===== src/common/isa_pkg.sv =====
package isa_pkg;

    // Architectural widths
    localparam int XLEN   = 32;
    localparam int REG_AW = 5;
    localparam int CSR_AW = 14;

    typedef enum logic [3:0] {
        OP_ADD,
        OP_SUB,
        OP_AND,
        OP_OR,
        OP_XOR,
        OP_SLT,
        OP_CSRRD,
        OP_CSRWR
    } op_e;

    // CSR instructions carry the CSR number in the low immediate bits
    typedef struct packed {
        logic [XLEN-CSR_AW-1:0] unused;
        logic [CSR_AW-1:0]      csr_addr;
    } csr_view_t;

    typedef union packed {
        logic [XLEN-1:0] value;
        csr_view_t       csr;
    } imm_u;

endpackage


===== src/common/pipe_pkg.sv =====
package pipe_pkg;

    import isa_pkg::*;

    // One queued instruction, also the form dispatch sees at the queue head
    typedef struct packed {
        logic              valid;
        op_e               op;
        logic [REG_AW-1:0] rd;
        logic [REG_AW-1:0] rs1;
        logic [REG_AW-1:0] rs2;
        logic              use_imm;
        imm_u              imm;
    } slot_t;

    // Operation with resolved operands, handed to execute
    typedef struct packed {
        logic              valid;
        op_e               op;
        logic [REG_AW-1:0] rd;
        logic [XLEN-1:0]   opnd1;
        logic [XLEN-1:0]   opnd2;
        logic [CSR_AW-1:0] csr_addr;
    } issue_t;

    typedef struct packed {
        logic              valid;
        logic [REG_AW-1:0] addr;
        logic [XLEN-1:0]   data;
    } fwd_t;

endpackage


===== src/common/slot_if.sv =====
`timescale 1ns/1ps

interface slot_if
    import pipe_pkg::*;
();

    // Two oldest queue entries
    slot_t      head0;
    slot_t      head1;
    // Number of entries dispatch consumes this cycle
    logic [1:0] take;

    modport producer (output head0, output head1, input take);

    modport consumer (input head0, input head1, output take);

endinterface


===== src/hw/instr_queue.sv =====
`timescale 1ns/1ps

module instr_queue
    import pipe_pkg::*;
#(
    parameter int QDEPTH = 4
) (
    input  logic            clk,
    input  logic            rst_n,
    input  logic [1:0]      in_valid_i,
    input  slot_t [1:0]     in_slot_i,
    output logic            in_ready_o,
    slot_if.producer        q
);

    localparam int PW = $clog2(QDEPTH);
    localparam int CW = $clog2(QDEPTH + 1);

    slot_t         mem [QDEPTH];
    logic [PW-1:0] rd_ptr;
    logic [PW-1:0] wr_ptr;
    logic [CW-1:0] count;
    logic          push;
    logic [1:0]    n_push;

    // Wrapping add, also correct for depths that are not a power of two
    function automatic logic [PW-1:0] ptr_add(logic [PW-1:0] p, logic [1:0] k);
        logic [PW:0] s;
        s = {1'b0, p} + (PW+1)'(k);
        if (s >= (PW+1)'(QDEPTH)) begin
            s = s - (PW+1)'(QDEPTH);
        end
        return s[PW-1:0];
    endfunction

    // Room for a full pair is required before accepting
    assign in_ready_o = (int'(count) + 2 <= QDEPTH);
    assign push       = in_ready_o && in_valid_i[0];
    assign n_push     = push ? (in_valid_i[1] ? 2'd2 : 2'd1) : 2'd0;

    always_ff @(posedge clk) begin
        if (push) begin
            mem[wr_ptr] <= in_slot_i[0];
            if (in_valid_i[1]) begin
                mem[ptr_add(wr_ptr, 2'd1)] <= in_slot_i[1];
            end
        end
    end

    always_ff @(posedge clk or negedge rst_n) begin
        if (!rst_n) begin
            rd_ptr <= '0;
            wr_ptr <= '0;
            count  <= '0;
        end else begin
            wr_ptr <= ptr_add(wr_ptr, n_push);
            rd_ptr <= ptr_add(rd_ptr, q.take);
            count  <= count + CW'(n_push) - CW'(q.take);
        end
    end

    // Head valid bits come from the fill level
    always_comb begin
        q.head0       = mem[rd_ptr];
        q.head1       = mem[ptr_add(rd_ptr, 2'd1)];
        q.head0.valid = (count != '0);
        q.head1.valid = (count > CW'(1));
    end

endmodule


===== src/flat_wrapper.sv =====
// flat-port wrapper written by rule: the top's interface ports become plain ports
module instr_queue_flat import pipe_pkg::*;
#(
    parameter int QDEPTH = 4
)
  (clk, rst_n, in_valid_i, in_slot_i, in_ready_o, q_head0, q_head1, q_take);
  slot_if q_i ();
  input  logic clk;
  input  logic rst_n;
  input  logic [1:0] in_valid_i;
  input  slot_t [1:0] in_slot_i;
  output logic in_ready_o;
  output wire logic [$bits(q_i.head0)-1:0] q_head0;
  output wire logic [$bits(q_i.head1)-1:0] q_head1;
  input wire logic [$bits(q_i.take)-1:0] q_take;
  assign q_head0 = q_i.head0;
  assign q_head1 = q_i.head1;
  assign q_i.take = q_take;
  instr_queue #(.QDEPTH(QDEPTH)) u_core (.clk(clk), .rst_n(rst_n), .in_valid_i(in_valid_i), .in_slot_i(in_slot_i), .in_ready_o(in_ready_o), .q(q_i));
endmodule

===== config.mk =====
export PLATFORM = sky130hd
export DESIGN_NAME = instr_queue_flat
export DESIGN_NICKNAME = d
export VERILOG_FILES = /design/src/common/isa_pkg.sv /design/src/common/pipe_pkg.sv /design/src/common/slot_if.sv /design/src/hw/instr_queue.sv /design/src/flat_wrapper.sv
export SDC_FILE = /design/constraint.sdc
export NUM_CORES = 1
export LEC_CHECK = 0
export BUFFER_PORTS_ARGS = -buffer_cell sky130_fd_sc_hd__buf_2
export CORE_MARGIN = 4
export CORE_UTILIZATION = 63
export CTS_BUF_LIST = sky130_fd_sc_hd__clkbuf_4 sky130_fd_sc_hd__clkbuf_8
export DETAILED_ROUTE_END_ITERATION = 7
export PLACE_DENSITY = 0.95
export SYNTH_ARGS = -nofsm -noshare
export SYNTH_HDL_FRONTEND = slang
export SYNTH_SLANG_ARGS = --single-unit

===== constraint.sdc =====
create_clock -name clk -period 12.5 [get_ports clk]
set_clock_uncertainty 0.05 [all_clocks]
set_input_delay 0.625 -clock clk [delete_from_list [all_inputs] [get_ports clk]]
set_output_delay 0.625 -clock clk [all_outputs]
set_load 0.03 [all_outputs]

==> impl_metrics.tcl <==
set metrics [dict create \
    hpwl_um 17110 \
    intPower_uw 2032 \
    fin_crit_sh 0.3261 \
    yosys.area.top_type "edfxtp_1" \
    grt_usage 0.2588 \
    worstMarginPinSlew_ns 1.106 \
    ir_drop_mv 0.2263 \
    relSlewSlack 0.2548 \
    arrival_ns 3.40 \
    p_seq_frac 0.335 \
    vias_per_cell 6.631 \
    first_pass_iters 5 \
    slew_violations 0 \
    io_pins 219 \
    syn-cell-area_um2 11840 \
    switching_power_uw 1493 \
    synth_area_leaders "edfxtp_1, mux4_2, mux2_2" \
    grt-ovfl-total 0 \
    critPathCaptureType "output pin" \
    crit_chain "buf_4 > mux4_2 > buf_2" \
    antenna_found_initial 3 \
    status "finished, final reports clean" \
    cts_buffers 37 \
    start_util 0.6503 \
    cts_buffer_depth 3 \
    synth_nets 739 \
    cp.required_ns 11.82 \
    startpoint_type "flop" \
    cts.clk_slew.worst_paths_ns 0.06 \
    total_power_uw 3526 \
    async_flop_share 0.03256 \
    max_freq_mhz 245.4 \
    wl_per_cell_um 25.28 \
    area_delta_synth_final_pct 15.50 \
    drive_above_1_share 0.6868 \
    powerDensity_nw_per_um2 257.8 \
    rows 49 \
    grt_pass1_vias 7858 \
    drtAntennaViolNets 0 \
    postCtsSetupRepairBufs 0 \
    hp-class "in -> reg" \
    core_um2 18210 \
    nets 959 \
    gp_congestion 0.7986 \
    slowest_delay_ns 1.08 \
    grt_pass1_wl_um 42980 \
    die_y_um 145.1 \
    synth.avg_cell_area_um2 19.13 \
    grt_max_degree 65 \
    synth_seq_cells 215 \
    fin_setup_tns_ns 0 \
    first_iter_violations 477 \
    htree_levels 2 \
    dieArea_um2 21050 \
    yosysMostFrequentCell "edfxtp_1" \
    cts_sinks 215 \
    insertion_delay_ns 0.51 \
    via_count 7248 \
    rsz0062_at_grt "false" \
    die_w_um 145.1 \
    switching_share 0.4236 \
    synthCells 619 \
    ys.flop_type "edfxtp_1" \
    hold_viol 0 \
    power_leakage_uw 0.004871 \
    drc 0 \
    crit_path_max_fanout 54 \
    p_clk_frac 0.166 \
    ys_top_cells_by_count "edfxtp_1, mux2_2, mux4_2" \
    cts-root-buf "clkbuf_8" \
    yosys.cell_types.count 32 \
    slowest_stage "dfrtp_4" \
    synth_edf_count 208 \
    worstSetupPathType "reg -> out" \
    pwr-share-comb 0.499 \
    drt-total-wl_um 27630 \
    cts_tree "yes" \
    max_cap_viol_count 0 \
    synth.top_cell.area_share 0.5275 \
    seq_area_frac_synth 0.5423 \
    layout_min_cycle_time_ns 4.076 \
    io_buffers 216 \
    finalSetupViolations 0 \
    ys_warn_count 0 \
]
[worst max-delay path: cells and delay by family, from the launching register on]
kind,cells,cell delay (ns)
buffers and inverters,2,1.09
multiplexers,1,0.62
flip-flops,1,1.08
[timing repair]
item,4_1_cts,5_1_grt
gates resized for setup,0,0
hold endpoints to repair,7,0
hold buffers,1,0
[cell type report]
cell class	instances	area (um^2)
fillers	1063	4532
well taps	229	286.5
multi-input cells	352	5101
flip-flops and latches	215	6429
inverters	7	26.28
clock buffers	47	603.1
repair buffers	226	1159
clock inverters	15	67.56
diodes	2	5.005
[state kept, by name, indices dropped and copies added, names as in the netlist]
register	cells
u_core.count	3
u_core.rd_ptr	2
u_core.mem	208
u_core.wr_ptr	2
[stage by stage]
stage,hold slack [ns],setup WS [ns],std cells,util,area (um^2)
after floorplan,0.2794,6.755,619,-,11840
after CTS,0.3031,8.311,1091,0.7508,13670
after global routing,0.3062,8.073,1093,0.7511,13680
final,0.3308,8.424,1093,0.7511,13680
after global placement,0.4120,8.958,1028,0.7135,12990
after detailed placement,0.4183,8.883,1028,0.7135,12990
[power by group through the flow]
| stage | clock network, uW | registers [uW] | logic [uW] |
|---|---|---|---|
| 6_report | 584 | 1180 | 1760 |
| 5_1_grt | 634 | 1210 | 1850 |
| 4_1_cts | 594 | 1180 | 1770 |
| 3_5_place_dp | 0 | 1200 | 1760 |
| 3_3_place_gp | 0 | 1170 | 1730 |
| 2_1_floorplan | 0 | 1100 | 1400 |
[cells in the final DEF (no fill, tap or decap), types with 2 or more instances in the layout]
cell type and n:
a211oi_4 2, buf_2 216, buf_4 9, clkbuf_4 7, clkbuf_8 40, clkinv_1 8, clkinv_2 6, dfrtp_1 5
dfrtp_4 2, diode_2 2, edfxtp_1 208, fa_1 2, ha_1 6, inv_1 7, mux2_1 12, mux2_2 196
mux4_2 104, nand2_1 3, nor2_1 6, xnor2_1 5
[cell families after synthesis]
logic type / synth area share
and+or+nand+nor: 0.009194
AOI/OAI and AO/OA: 0.006973
muxes: 0.3965
buffers and inverters: 0.03096
DFF: 0.5423
xor gates and xnor gates: 0.004438
adders and majority gates: 0.009721
[per-layer routing]
metal,GRT usage,vias to the layer above,routed length (um)
met1,0.3079,3716,9853
met2,0.4629,406,14600
met4,0.07835,2,767
met3,0.07234,65,2404
met5,0,-,8
li1,-,3059,-
[worst paths after layout]
kind                       cells after the start               end  slack (ns)        startpoint
setup / recovery                               3        q_head0[9]        8.42  u_core.rd_ptr[0]
min in group asynchronous                      2  u_core.rd_ptr[0]        0.43             rst_n
hold / removal                                 2  u_core.rd_ptr[0]        0.33         q_take[0]
max in group asynchronous                      2  u_core.rd_ptr[1]       11.79             rst_n
setup reg to reg                               9   u_core.count[2]        8.97   u_core.count[1]
hold reg to reg                                1   u_core.count[2]        0.49   u_core.count[2]
No activity file was read; power rests on OpenSTA's default activity.
