## src/common/isa_pkg.sv

```systemverilog
package isa_pkg;

    // Architectural widths
    localparam int XLEN   = 32;
    localparam int REG_AW = 5;
    localparam int CSR_AW = 14;

    typedef enum logic [3:0] {
        OP_ADD,
        OP_SUB,
        OP_AND,
        OP_OR,
        OP_XOR,
        OP_SLT,
        OP_CSRRD,
        OP_CSRWR
    } op_e;

    // CSR instructions carry the CSR number in the low immediate bits
    typedef struct packed {
        logic [XLEN-CSR_AW-1:0] unused;
        logic [CSR_AW-1:0]      csr_addr;
    } csr_view_t;

    typedef union packed {
        logic [XLEN-1:0] value;
        csr_view_t       csr;
    } imm_u;

endpackage

```

## src/common/pipe_pkg.sv

```systemverilog
package pipe_pkg;

    import isa_pkg::*;

    // One queued instruction, also the form dispatch sees at the queue head
    typedef struct packed {
        logic              valid;
        op_e               op;
        logic [REG_AW-1:0] rd;
        logic [REG_AW-1:0] rs1;
        logic [REG_AW-1:0] rs2;
        logic              use_imm;
        imm_u              imm;
    } slot_t;

    // Operation with resolved operands, handed to execute
    typedef struct packed {
        logic              valid;
        op_e               op;
        logic [REG_AW-1:0] rd;
        logic [XLEN-1:0]   opnd1;
        logic [XLEN-1:0]   opnd2;
        logic [CSR_AW-1:0] csr_addr;
    } issue_t;

    typedef struct packed {
        logic              valid;
        logic [REG_AW-1:0] addr;
        logic [XLEN-1:0]   data;
    } fwd_t;

endpackage

```

## src/hw/exec_unit.sv

```systemverilog
`timescale 1ns/1ps

module exec_unit
    import isa_pkg::*;
    import pipe_pkg::*;
(
    input  logic                   clk,
    input  logic                   rst_n,
    input  issue_t [1:0]           issue_i,
    output fwd_t [1:0]             ex_fwd_o,
    output fwd_t [1:0]             wb_fwd_o,
    output logic [1:0]             rf_we_o,
    output logic [1:0][REG_AW-1:0] rf_waddr_o,
    output logic [1:0][XLEN-1:0]   rf_wdata_o,
    output logic [1:0]             wb_valid_o,
    output logic [1:0][REG_AW-1:0] wb_rd_o,
    output logic [1:0][XLEN-1:0]   wb_data_o
);

    logic [XLEN-1:0]   csr_q [4];
    logic              csr_hit;
    logic              csr_we;
    logic [XLEN-1:0]   csr_rdata;
    logic [XLEN-1:0]   result [2];
    logic [1:0]        wb_valid_q;
    logic [REG_AW-1:0] wb_rd_q [2];
    logic [XLEN-1:0]   wb_data_q [2];

    function automatic logic [XLEN-1:0] alu(op_e op, logic [XLEN-1:0] a, logic [XLEN-1:0] b);
        logic [XLEN-1:0] r;
        case (op)
            OP_ADD:  r = a + b;
            OP_SUB:  r = a - b;
            OP_AND:  r = a & b;
            OP_OR:   r = a | b;
            OP_XOR:  r = a ^ b;
            OP_SLT:  r = {{(XLEN-1){1'b0}}, ($signed(a) < $signed(b))};
            default: r = '0;
        endcase
        return r;
    endfunction

    // Only CSR numbers 0..3 exist
    assign csr_hit   = (issue_i[0].csr_addr[CSR_AW-1:2] == '0);
    assign csr_rdata = csr_hit ? csr_q[issue_i[0].csr_addr[1:0]] : '0;
    assign csr_we    = issue_i[0].valid && issue_i[0].op == OP_CSRWR && csr_hit;

    always_ff @(posedge clk or negedge rst_n) begin
        if (!rst_n) begin
            for (int c = 0; c < 4; c++) begin
                csr_q[c] <= '0;
            end
        end else if (csr_we) begin
            csr_q[issue_i[0].csr_addr[1:0]] <= issue_i[0].opnd1;
        end
    end

    always_comb begin
        for (int i = 0; i < 2; i++) begin
            result[i] = alu(issue_i[i].op, issue_i[i].opnd1, issue_i[i].opnd2);
        end
        // CSR ops never pair, so only lane 0 sees them
        if (issue_i[0].op == OP_CSRRD || issue_i[0].op == OP_CSRWR) begin
            result[0] = csr_rdata;
        end
    end

    always_ff @(posedge clk or negedge rst_n) begin
        if (!rst_n) begin
            wb_valid_q <= '0;
        end else begin
            wb_valid_q <= {issue_i[1].valid, issue_i[0].valid};
        end
    end

    always_ff @(posedge clk) begin
        for (int i = 0; i < 2; i++) begin
            wb_rd_q[i]   <= issue_i[i].rd;
            wb_data_q[i] <= result[i];
        end
    end

    always_comb begin
        for (int i = 0; i < 2; i++) begin
            ex_fwd_o[i] = '{valid: issue_i[i].valid, addr: issue_i[i].rd, data: result[i]};
            wb_fwd_o[i] = '{valid: wb_valid_q[i], addr: wb_rd_q[i], data: wb_data_q[i]};
            rf_waddr_o[i] = wb_rd_q[i];
            rf_wdata_o[i] = wb_data_q[i];
            wb_rd_o[i]    = wb_rd_q[i];
            wb_data_o[i]  = wb_data_q[i];
        end
    end

    // rd 0 still retires, the register file drops it
    assign rf_we_o    = wb_valid_q;
    assign wb_valid_o = wb_valid_q;

endmodule

```

## config.mk

```make
export PLATFORM = sky130hd
export DESIGN_NAME = exec_unit
export DESIGN_NICKNAME = d
export VERILOG_FILES = /design/src/common/isa_pkg.sv /design/src/common/pipe_pkg.sv /design/src/hw/exec_unit.sv
export SDC_FILE = /design/constraint.sdc
export NUM_CORES = 1
export LEC_CHECK = 0
export ABC_AREA = 1
export BUFFER_PORTS_ARGS = -buffer_cell sky130_fd_sc_hd__buf_2
export CAP_MARGIN = 15
export CORE_MARGIN = 5
export CORE_UTILIZATION = 61
export DETAILED_ROUTE_END_ITERATION = 10
export PLACE_DENSITY = 0.86
export SETUP_SLACK_MARGIN = 0.05
export SKIP_LAST_GASP = 1
export SLEW_MARGIN = 20
export SYNTH_ARGS = -nofsm -noshare
export SYNTH_HDL_FRONTEND = slang
export SYNTH_SLANG_ARGS = --single-unit
export TNS_END_PERCENT = 1
```

## constraint.sdc

```tcl
create_clock -name clk -period 5.4 [get_ports clk]
set_clock_uncertainty 0.15 [all_clocks]
set_input_delay 0.27 -clock clk [delete_from_list [all_inputs] [get_ports clk]]
set_output_delay 0.27 -clock clk [all_outputs]
set_load 0.005 [all_outputs]
```

==> flow_summary.toml, run 1 <==
[job]
cap_violations = 0

[drt]
drt_wl_total_mm = 72.9
viasPerCell = 5.67
top_layer = "met5"
drcViolationCount = 0
wl_per_cell_um = 18.1
wl_met3_mm = 7.32
vias = 22800
dr.first_iter.drc_count = 2229
dr.pass1.iters = 6
met2WireLength_mm = 33.5
ant_nets = 0
drt-met1-wl_mm = 28.5

[cts]
htreeDepth = 1
cts_tree = "done"
cts_sinks = 204
numCtsBuffers = 25
cts.path.max_buffers = 3
root_buffer = "clkbuf_16"
clk_latency_ps = 550
cts.clk_slew.worst_paths_ps = 60

[power_and_ir_drop]
p_leak_nw = 13.5
p_seq_frac = 0.326
netSwitchingFraction = 0.364
power_frac_comb = 0.317
p_clk_frac = 0.357
peakVddDrop_mv = 0.225
power_density_nw_per_um2 = 213
p_sw_w = 0.00180
internal_power_w = 0.00314

[critical_path]
path_class = "input pin to output port"
cp.arrival_ps = 3360
cp_max_fo = 8
required_ps = 4980
endpoint_kind = "output port"
start_kind = "input pin"

[sta]
tns_ps = 0
max_freq_ghz = 0.264
worst_slew_pin_slew_ps = 1100
rsz0062_at_grt = "no"
period_needed_ps = 3780
maxSlewViolCount = 0
finalCritPeriodShare = 0.701
finalSetupViolCount = 0
hold_viol_final = 0
slew_headroom = 0.264

[layout]
drive_above_1_share = 0.161
layout_common_cells = "940 x nand2_1, 546 x inv_1, 466 x buf_2"
syn2layout_area_growth_pct = 11.9
layout_commonest_cell = "nand2_1"
final_util = 0.690
nNetsFinal = 3931

[die]
core_area_um2 = 33500
boundaryPins = 482
dieHeight_um = 194
die-area_um2 = 37700
row_count = 67
start_util = 0.617
die_w_um = 194

[worst_hold_path]
min_path_type = "input pin to flip-flop"

[synth]
syn_area_um2 = 20700
async_flop_share = 0.637
ys_types = 46
ys_ff_latch = 204
synth_top_area_frac = 0.171
syn_inst = 3264
synthFlopType = "dfrtp_1"
synth-seq-area-share = 0.229
synth_area_leader_cell = "nand2_1"
synth_fp_nets = 3645
synth.area.top_cells = "nand2_1 17%, dfrtp_1 16%, ha_1 12%"
synth.avg_cell_area_um2 = 6.33
synth_edf_count = 0
yosysWarningCount = 0

[global_routing]
grt_pass1_vias = 21800
grt_pass1_wl_mm = 113
grt_overflow = 0
track_usage = 0.363
antenna_found_initial = 8
grt_max_degree = 65

[status]
outcome = "finished clean"

[placed_design]
port_buffers = 467
gp_congestion = 1.06
dp_hpwl_mm = 56.2
## sequential cells by signal (all words and copies together) (netlist names)
register	flops
csr_q	128
wb_data_q	64
wb_rd_q	10
rf_we_o	2
## synthesized netlist by cell type (39+ instances only)
cell type	number
ha_1	199
o21ai_0	100
dfrtp_1	130
a21oi_1	183
nand2_1	940
nand4_1	44
a22oi_1	60
o22ai_1	63
nor2_1	196
nand3_1	224
dfxtp_1	74
o21ai_2	39
inv_1	546
buf_4	164
o21ai_1	91
buf_2	45
## path summary, 6_finish.rpt
check | startpoint | endpoint | slack, ps | cells after the start
hold reg to reg | csr_q[76] | csr_q[76] | 330 | 2
max in group asynchronous | rst_n | csr_q[22] | 3960 | 3
setup / recovery | issue_i[48] | ex_fwd_o[13] | 1620 | 16
min in group asynchronous | rst_n | csr_q[102] | 30 | 2
setup reg to reg | csr_q[109] | wb_data_q[0][13] | 3980 | 4
hold / removal | issue_i[64] | csr_q[82] | 10 | 3
## metal layers
layer  up-vias  track usage
met5         -            0
met4         6        0.157
met3       269       0.0742
met2      1311        0.610
met1     10400        0.455
li1      10800            -
## metrics by stage
stage	cells	cell area, um2	power [W]	hold slack, ps	setup WS, ps
after global routing	4020	23100	0.00517	29.4	1470
final	4022	23100	0.00494	12.6	1620
after CTS	4017	23100	0.00490	3.80	1750
after floorplan	3264	20700	0.00264	-176	3170
after detailed placement	3928	21800	0.00312	48.6	2200
after global placement	3928	21800	0.00310	45.5	2210
## cells by family (layout without fill, tap and decap cells)
| logic type | count (synthesis) | after routing | synth area share |
|---|---|---|---|
| simple gates | 1468 | 1468 | 0.295 |
| buf+inv | 816 | 1121 | 0.189 |
| compound gates | 569 | 569 | 0.160 |
| flops | 204 | 204 | 0.229 |
| fa+ha+maj | 203 | 203 | 0.124 |
| xor+xnor | 4 | 4 | 0.00169 |
| other cells | 0 | 5 | 0 |
## power groups by stage
stage	sequential [W]	clock [W]	combinational, W
detailed placement	0.00163	0	0.00149
floorplan	0.00164	0	0.00100
global route	0.00161	0.00184	0.00172
finish	0.00161	0.00176	0.00157
global placement	0.00163	0	0.00147
CTS	0.00161	0.00177	0.00152
## what timing repair did
item | in CTS | in global routing
hold endpoints to repair | 151 | 0
buffers inserted | 0 | 0
hold buffers | 43 | 0
gates resized for setup | 0 | 0
## worst max-delay path, stage by stage
cell and delay, ps:
dlygate4sd3_1 530, buf_2 160, inv_1 120, ha_1 470, inv_1 170, nand2_1 90, nand2_1 40, nand2_1 60
nand3_1 170, nand2_1 110, nand3_1 240, a21oi_1 200, o21ai_0 100, nand2_1 80, nand3_1 300, buf_2 250
## cell type report
cell class	instances	area [um2]
Timing Repair Buffer	526	2890
Sequential cell	204	4730
Fill cell	3124	10400
Tap cell	448	561
Clock buffer	35	693
Clock inverter	11	155
Multi-Input combinational cell	2244	12000
Antenna cell	5	12.5
Inverter	549	2060
Note: power is estimated with default switching activity, not from simulation.
==> run 2, diff against run 1 <==
Settings changed: CORE_UTILIZATION 61 to 51, PLACE_DENSITY 0.86 to 0.76.
Clock period 5.4 ns to 3.4 ns, I/O delays scaled along.
==> run 2 against run 1 <==
Against the previous run:
- combinational power rose by 62%
- routed wire length increased by 1.6%
- largest cell class unchanged
- clock-buffer cell count fell by 1
- register-to-register slack worse by 1900 ps
- clock power is 61% higher
- core utilization decreased by 9.6 points
- via count is 1.6% lower
- non-clock buffer count grew 36
- sequential power grew 58%
- sequential cell count stayed put
- first-iteration DRC count grew 14%
==> flow_summary.toml, run 2 (synthesis gave the netlist of run 1 again) <==
[status]
outcome = "finished clean"

[layout]
layout_commonest_cell = "nand2_1"
reg.largest.list = "csr_q (128), wb_data_q (64), wb_rd_q (10)"
syn2layout_area_growth_pct = 14.6
fill_cells = 4027
regMostFlops = "csr_q"
layout_common_cells = "935 x nand2_1, 544 x inv_1, 466 x buf_2"
drive_above_1_share = 0.173
nNetsFinal = 3969
final_util = 0.594
largest_register_ffs = 128

[critical_path]
r2r-start = "csr_q[108]"
r2r_slack_ps = 2070
start_kind = "input pin"
cp_max_fo = 5
path_cells = "dlygate4sd3_1 > buf_2 > inv_1 > ha_1 > fa_1 > inv_1 > nand3_1 > nand2_1 > buf_4 > nand2_1 > nand2_2 > nand2_1 > nand2_2 > o21ai_0 > a21oi_1 > o21ai_0 > buf_4 > buf_2"
cp_common_cell = "nand2_1"
endpoint_kind = "output port"
required_ps = 3080
slowest_delay_ps = 520
cp.arrival_ps = 2990
path_buf_inv = 7
r2r_cells = 4
path_class = "input pin to output port"
path_delay_family = "buffers and inverters"
r2r-end = "wb_data_q[0][12]"
cp_slowest_cell = "dlygate4sd3_1"

[power_and_ir_drop]
power_frac_comb = 0.321
power_density_nw_per_um2 = 334
p_clk_frac = 0.357
internal_power_w = 0.00500
peakVddDrop_mv = 0.376
p_seq_frac = 0.323
netSwitchingFraction = 0.368
p_sw_w = 0.00292
p_leak_nw = 13.7

[placed_design]
port_buffers = 467
dp_hpwl_mm = 57.7
gp_congestion = 1.05

[sta]
holdWs_ps = 27.6
max_freq_ghz = 0.302
period_needed_ps = 3310
slew_headroom = 0.407
finalSetupViolCount = 0
hold_viol_final = 0
tns_ps = 0
worst_slew_pin_slew_ps = 890
maxSlewViolCount = 0
rsz0062_at_grt = "yes"
finalCritPeriodShare = 0.974

[global_routing]
track_usage = 0.315
grt_pass1_wl_mm = 114
grt_pass1_vias = 21300
antenna_found_initial = 5
grt_overflow = 0
grt_max_degree = 70

[cts]
root_buffer = "clkbuf_16"
cts.path.max_buffers = 3
cts.clk_slew.worst_paths_ps = 60
htreeDepth = 1
numCtsBuffers = 27
cts_sinks = 204
cts_tree = "done"
clk_latency_ps = 600

[worst_hold_path]
min_path_type = "input pin to flip-flop"
min_path_cells = 5
holdPathEnd = "wb_data_q[0][0]"
worstHoldStart = "issue_i[14]"

[job]
cap_violations = 0

[drt]
vias = 22400
wl_per_cell_um = 17.9
ant_nets = 0
dr.pass1.iters = 6
dr.first_iter.drc_count = 2530
drcViolationCount = 0
drt_wl_total_mm = 74.1
viasPerCell = 5.43

[die]
die-area_um2 = 44700
core_area_um2 = 39900
row_count = 73
dieHeight_um = 211
start_util = 0.518
boundaryPins = 482
die_w_um = 211
run 2: changes by cell type in the layout (fill, tap and decap cells not counted), moves of 5 or more:
cell,before,now
nand2_1,940,935
nor2_2,2,7
ha_2,0,9
nand2_2,1,6
ha_1,199,189
dlygate4sd3_1,43,66
buf_4,17,28
nand3_1,224,219
nand3_2,0,5
run 2: area by class of cell:
class,count,area [um2],area share
antenna,3,7.51,0.000317
clock buffer,34,742,0.0313
clock inverter,16,140,0.00591
inverter,549,2060,0.0869
multi-input combinational,2244,12100,0.511
sequential,204,4730,0.200
tap,525,657,0.0277
timing repair buffer,562,3240,0.137
run 2: stage by stage:
stage               setup slack (ps)  cell area, um2  instances  total power (W)
floorplan                       1370           20700       3264          0.00420
CTS                             51.0           23600       4129          0.00790
global placement                 519           22000       4014          0.00497
global route                   -49.6           23700       4135          0.00834
detailed placement               523           22000       4014          0.00499
finish                          90.0           23700       4137          0.00792
run 2: what timing repair did:
| action | in CTS | in global routing |
|---|---|---|
| hold buffers | 65 | 1 |
| setup endpoints to repair | 0 | 35 |
| endpoints found under the hold margin | 217 | 1 |
| setup buffers | 0 | 4 |
| resized for setup | 0 | 29 |
run 2: power groups by stage:
stage | Combinational [W] | Sequential, W | Clock (W)
after floorplan | 0.00159 | 0.00260 | 0
after global placement | 0.00238 | 0.00259 | 0
after detailed placement | 0.00239 | 0.00260 | 0
after CTS | 0.00246 | 0.00255 | 0.00289
after global routing | 0.00279 | 0.00257 | 0.00298
final | 0.00254 | 0.00255 | 0.00283
run 2: worst max-delay path by stage:
stage	endpoint	slack [ps]	start	depth (start not counted)
after floorplan	ex_fwd_o[0]	1370	issue_i[46]	15
after global placement	ex_fwd_o[12]	520	issue_i[46]	14
after detailed placement	ex_fwd_o[12]	520	issue_i[46]	14
after CTS	ex_fwd_o[12]	50	issue_i[49]	14
after global routing	ex_fwd_o[68]	-50	issue_i[134]	19
final	ex_fwd_o[48]	90	issue_i[134]	18
run 2: worst min-delay path: cells and delay by family:
kind	cells	cell delay [ps]
fa+ha+maj	1	130
simple gates	1	140
compound gates	1	90
buf+inv	2	180
run 2: routing by layer:
metal | track usage | part of all wire | vias to the layer above
met5 | 0 | 0.00054 | -
met4 | 0.117 | 0.038 | 6
met3 | 0.0442 | 0.088 | 176
met2 | 0.536 | 0.47 | 1077
met1 | 0.407 | 0.41 | 10300
li1 | - | - | 10900
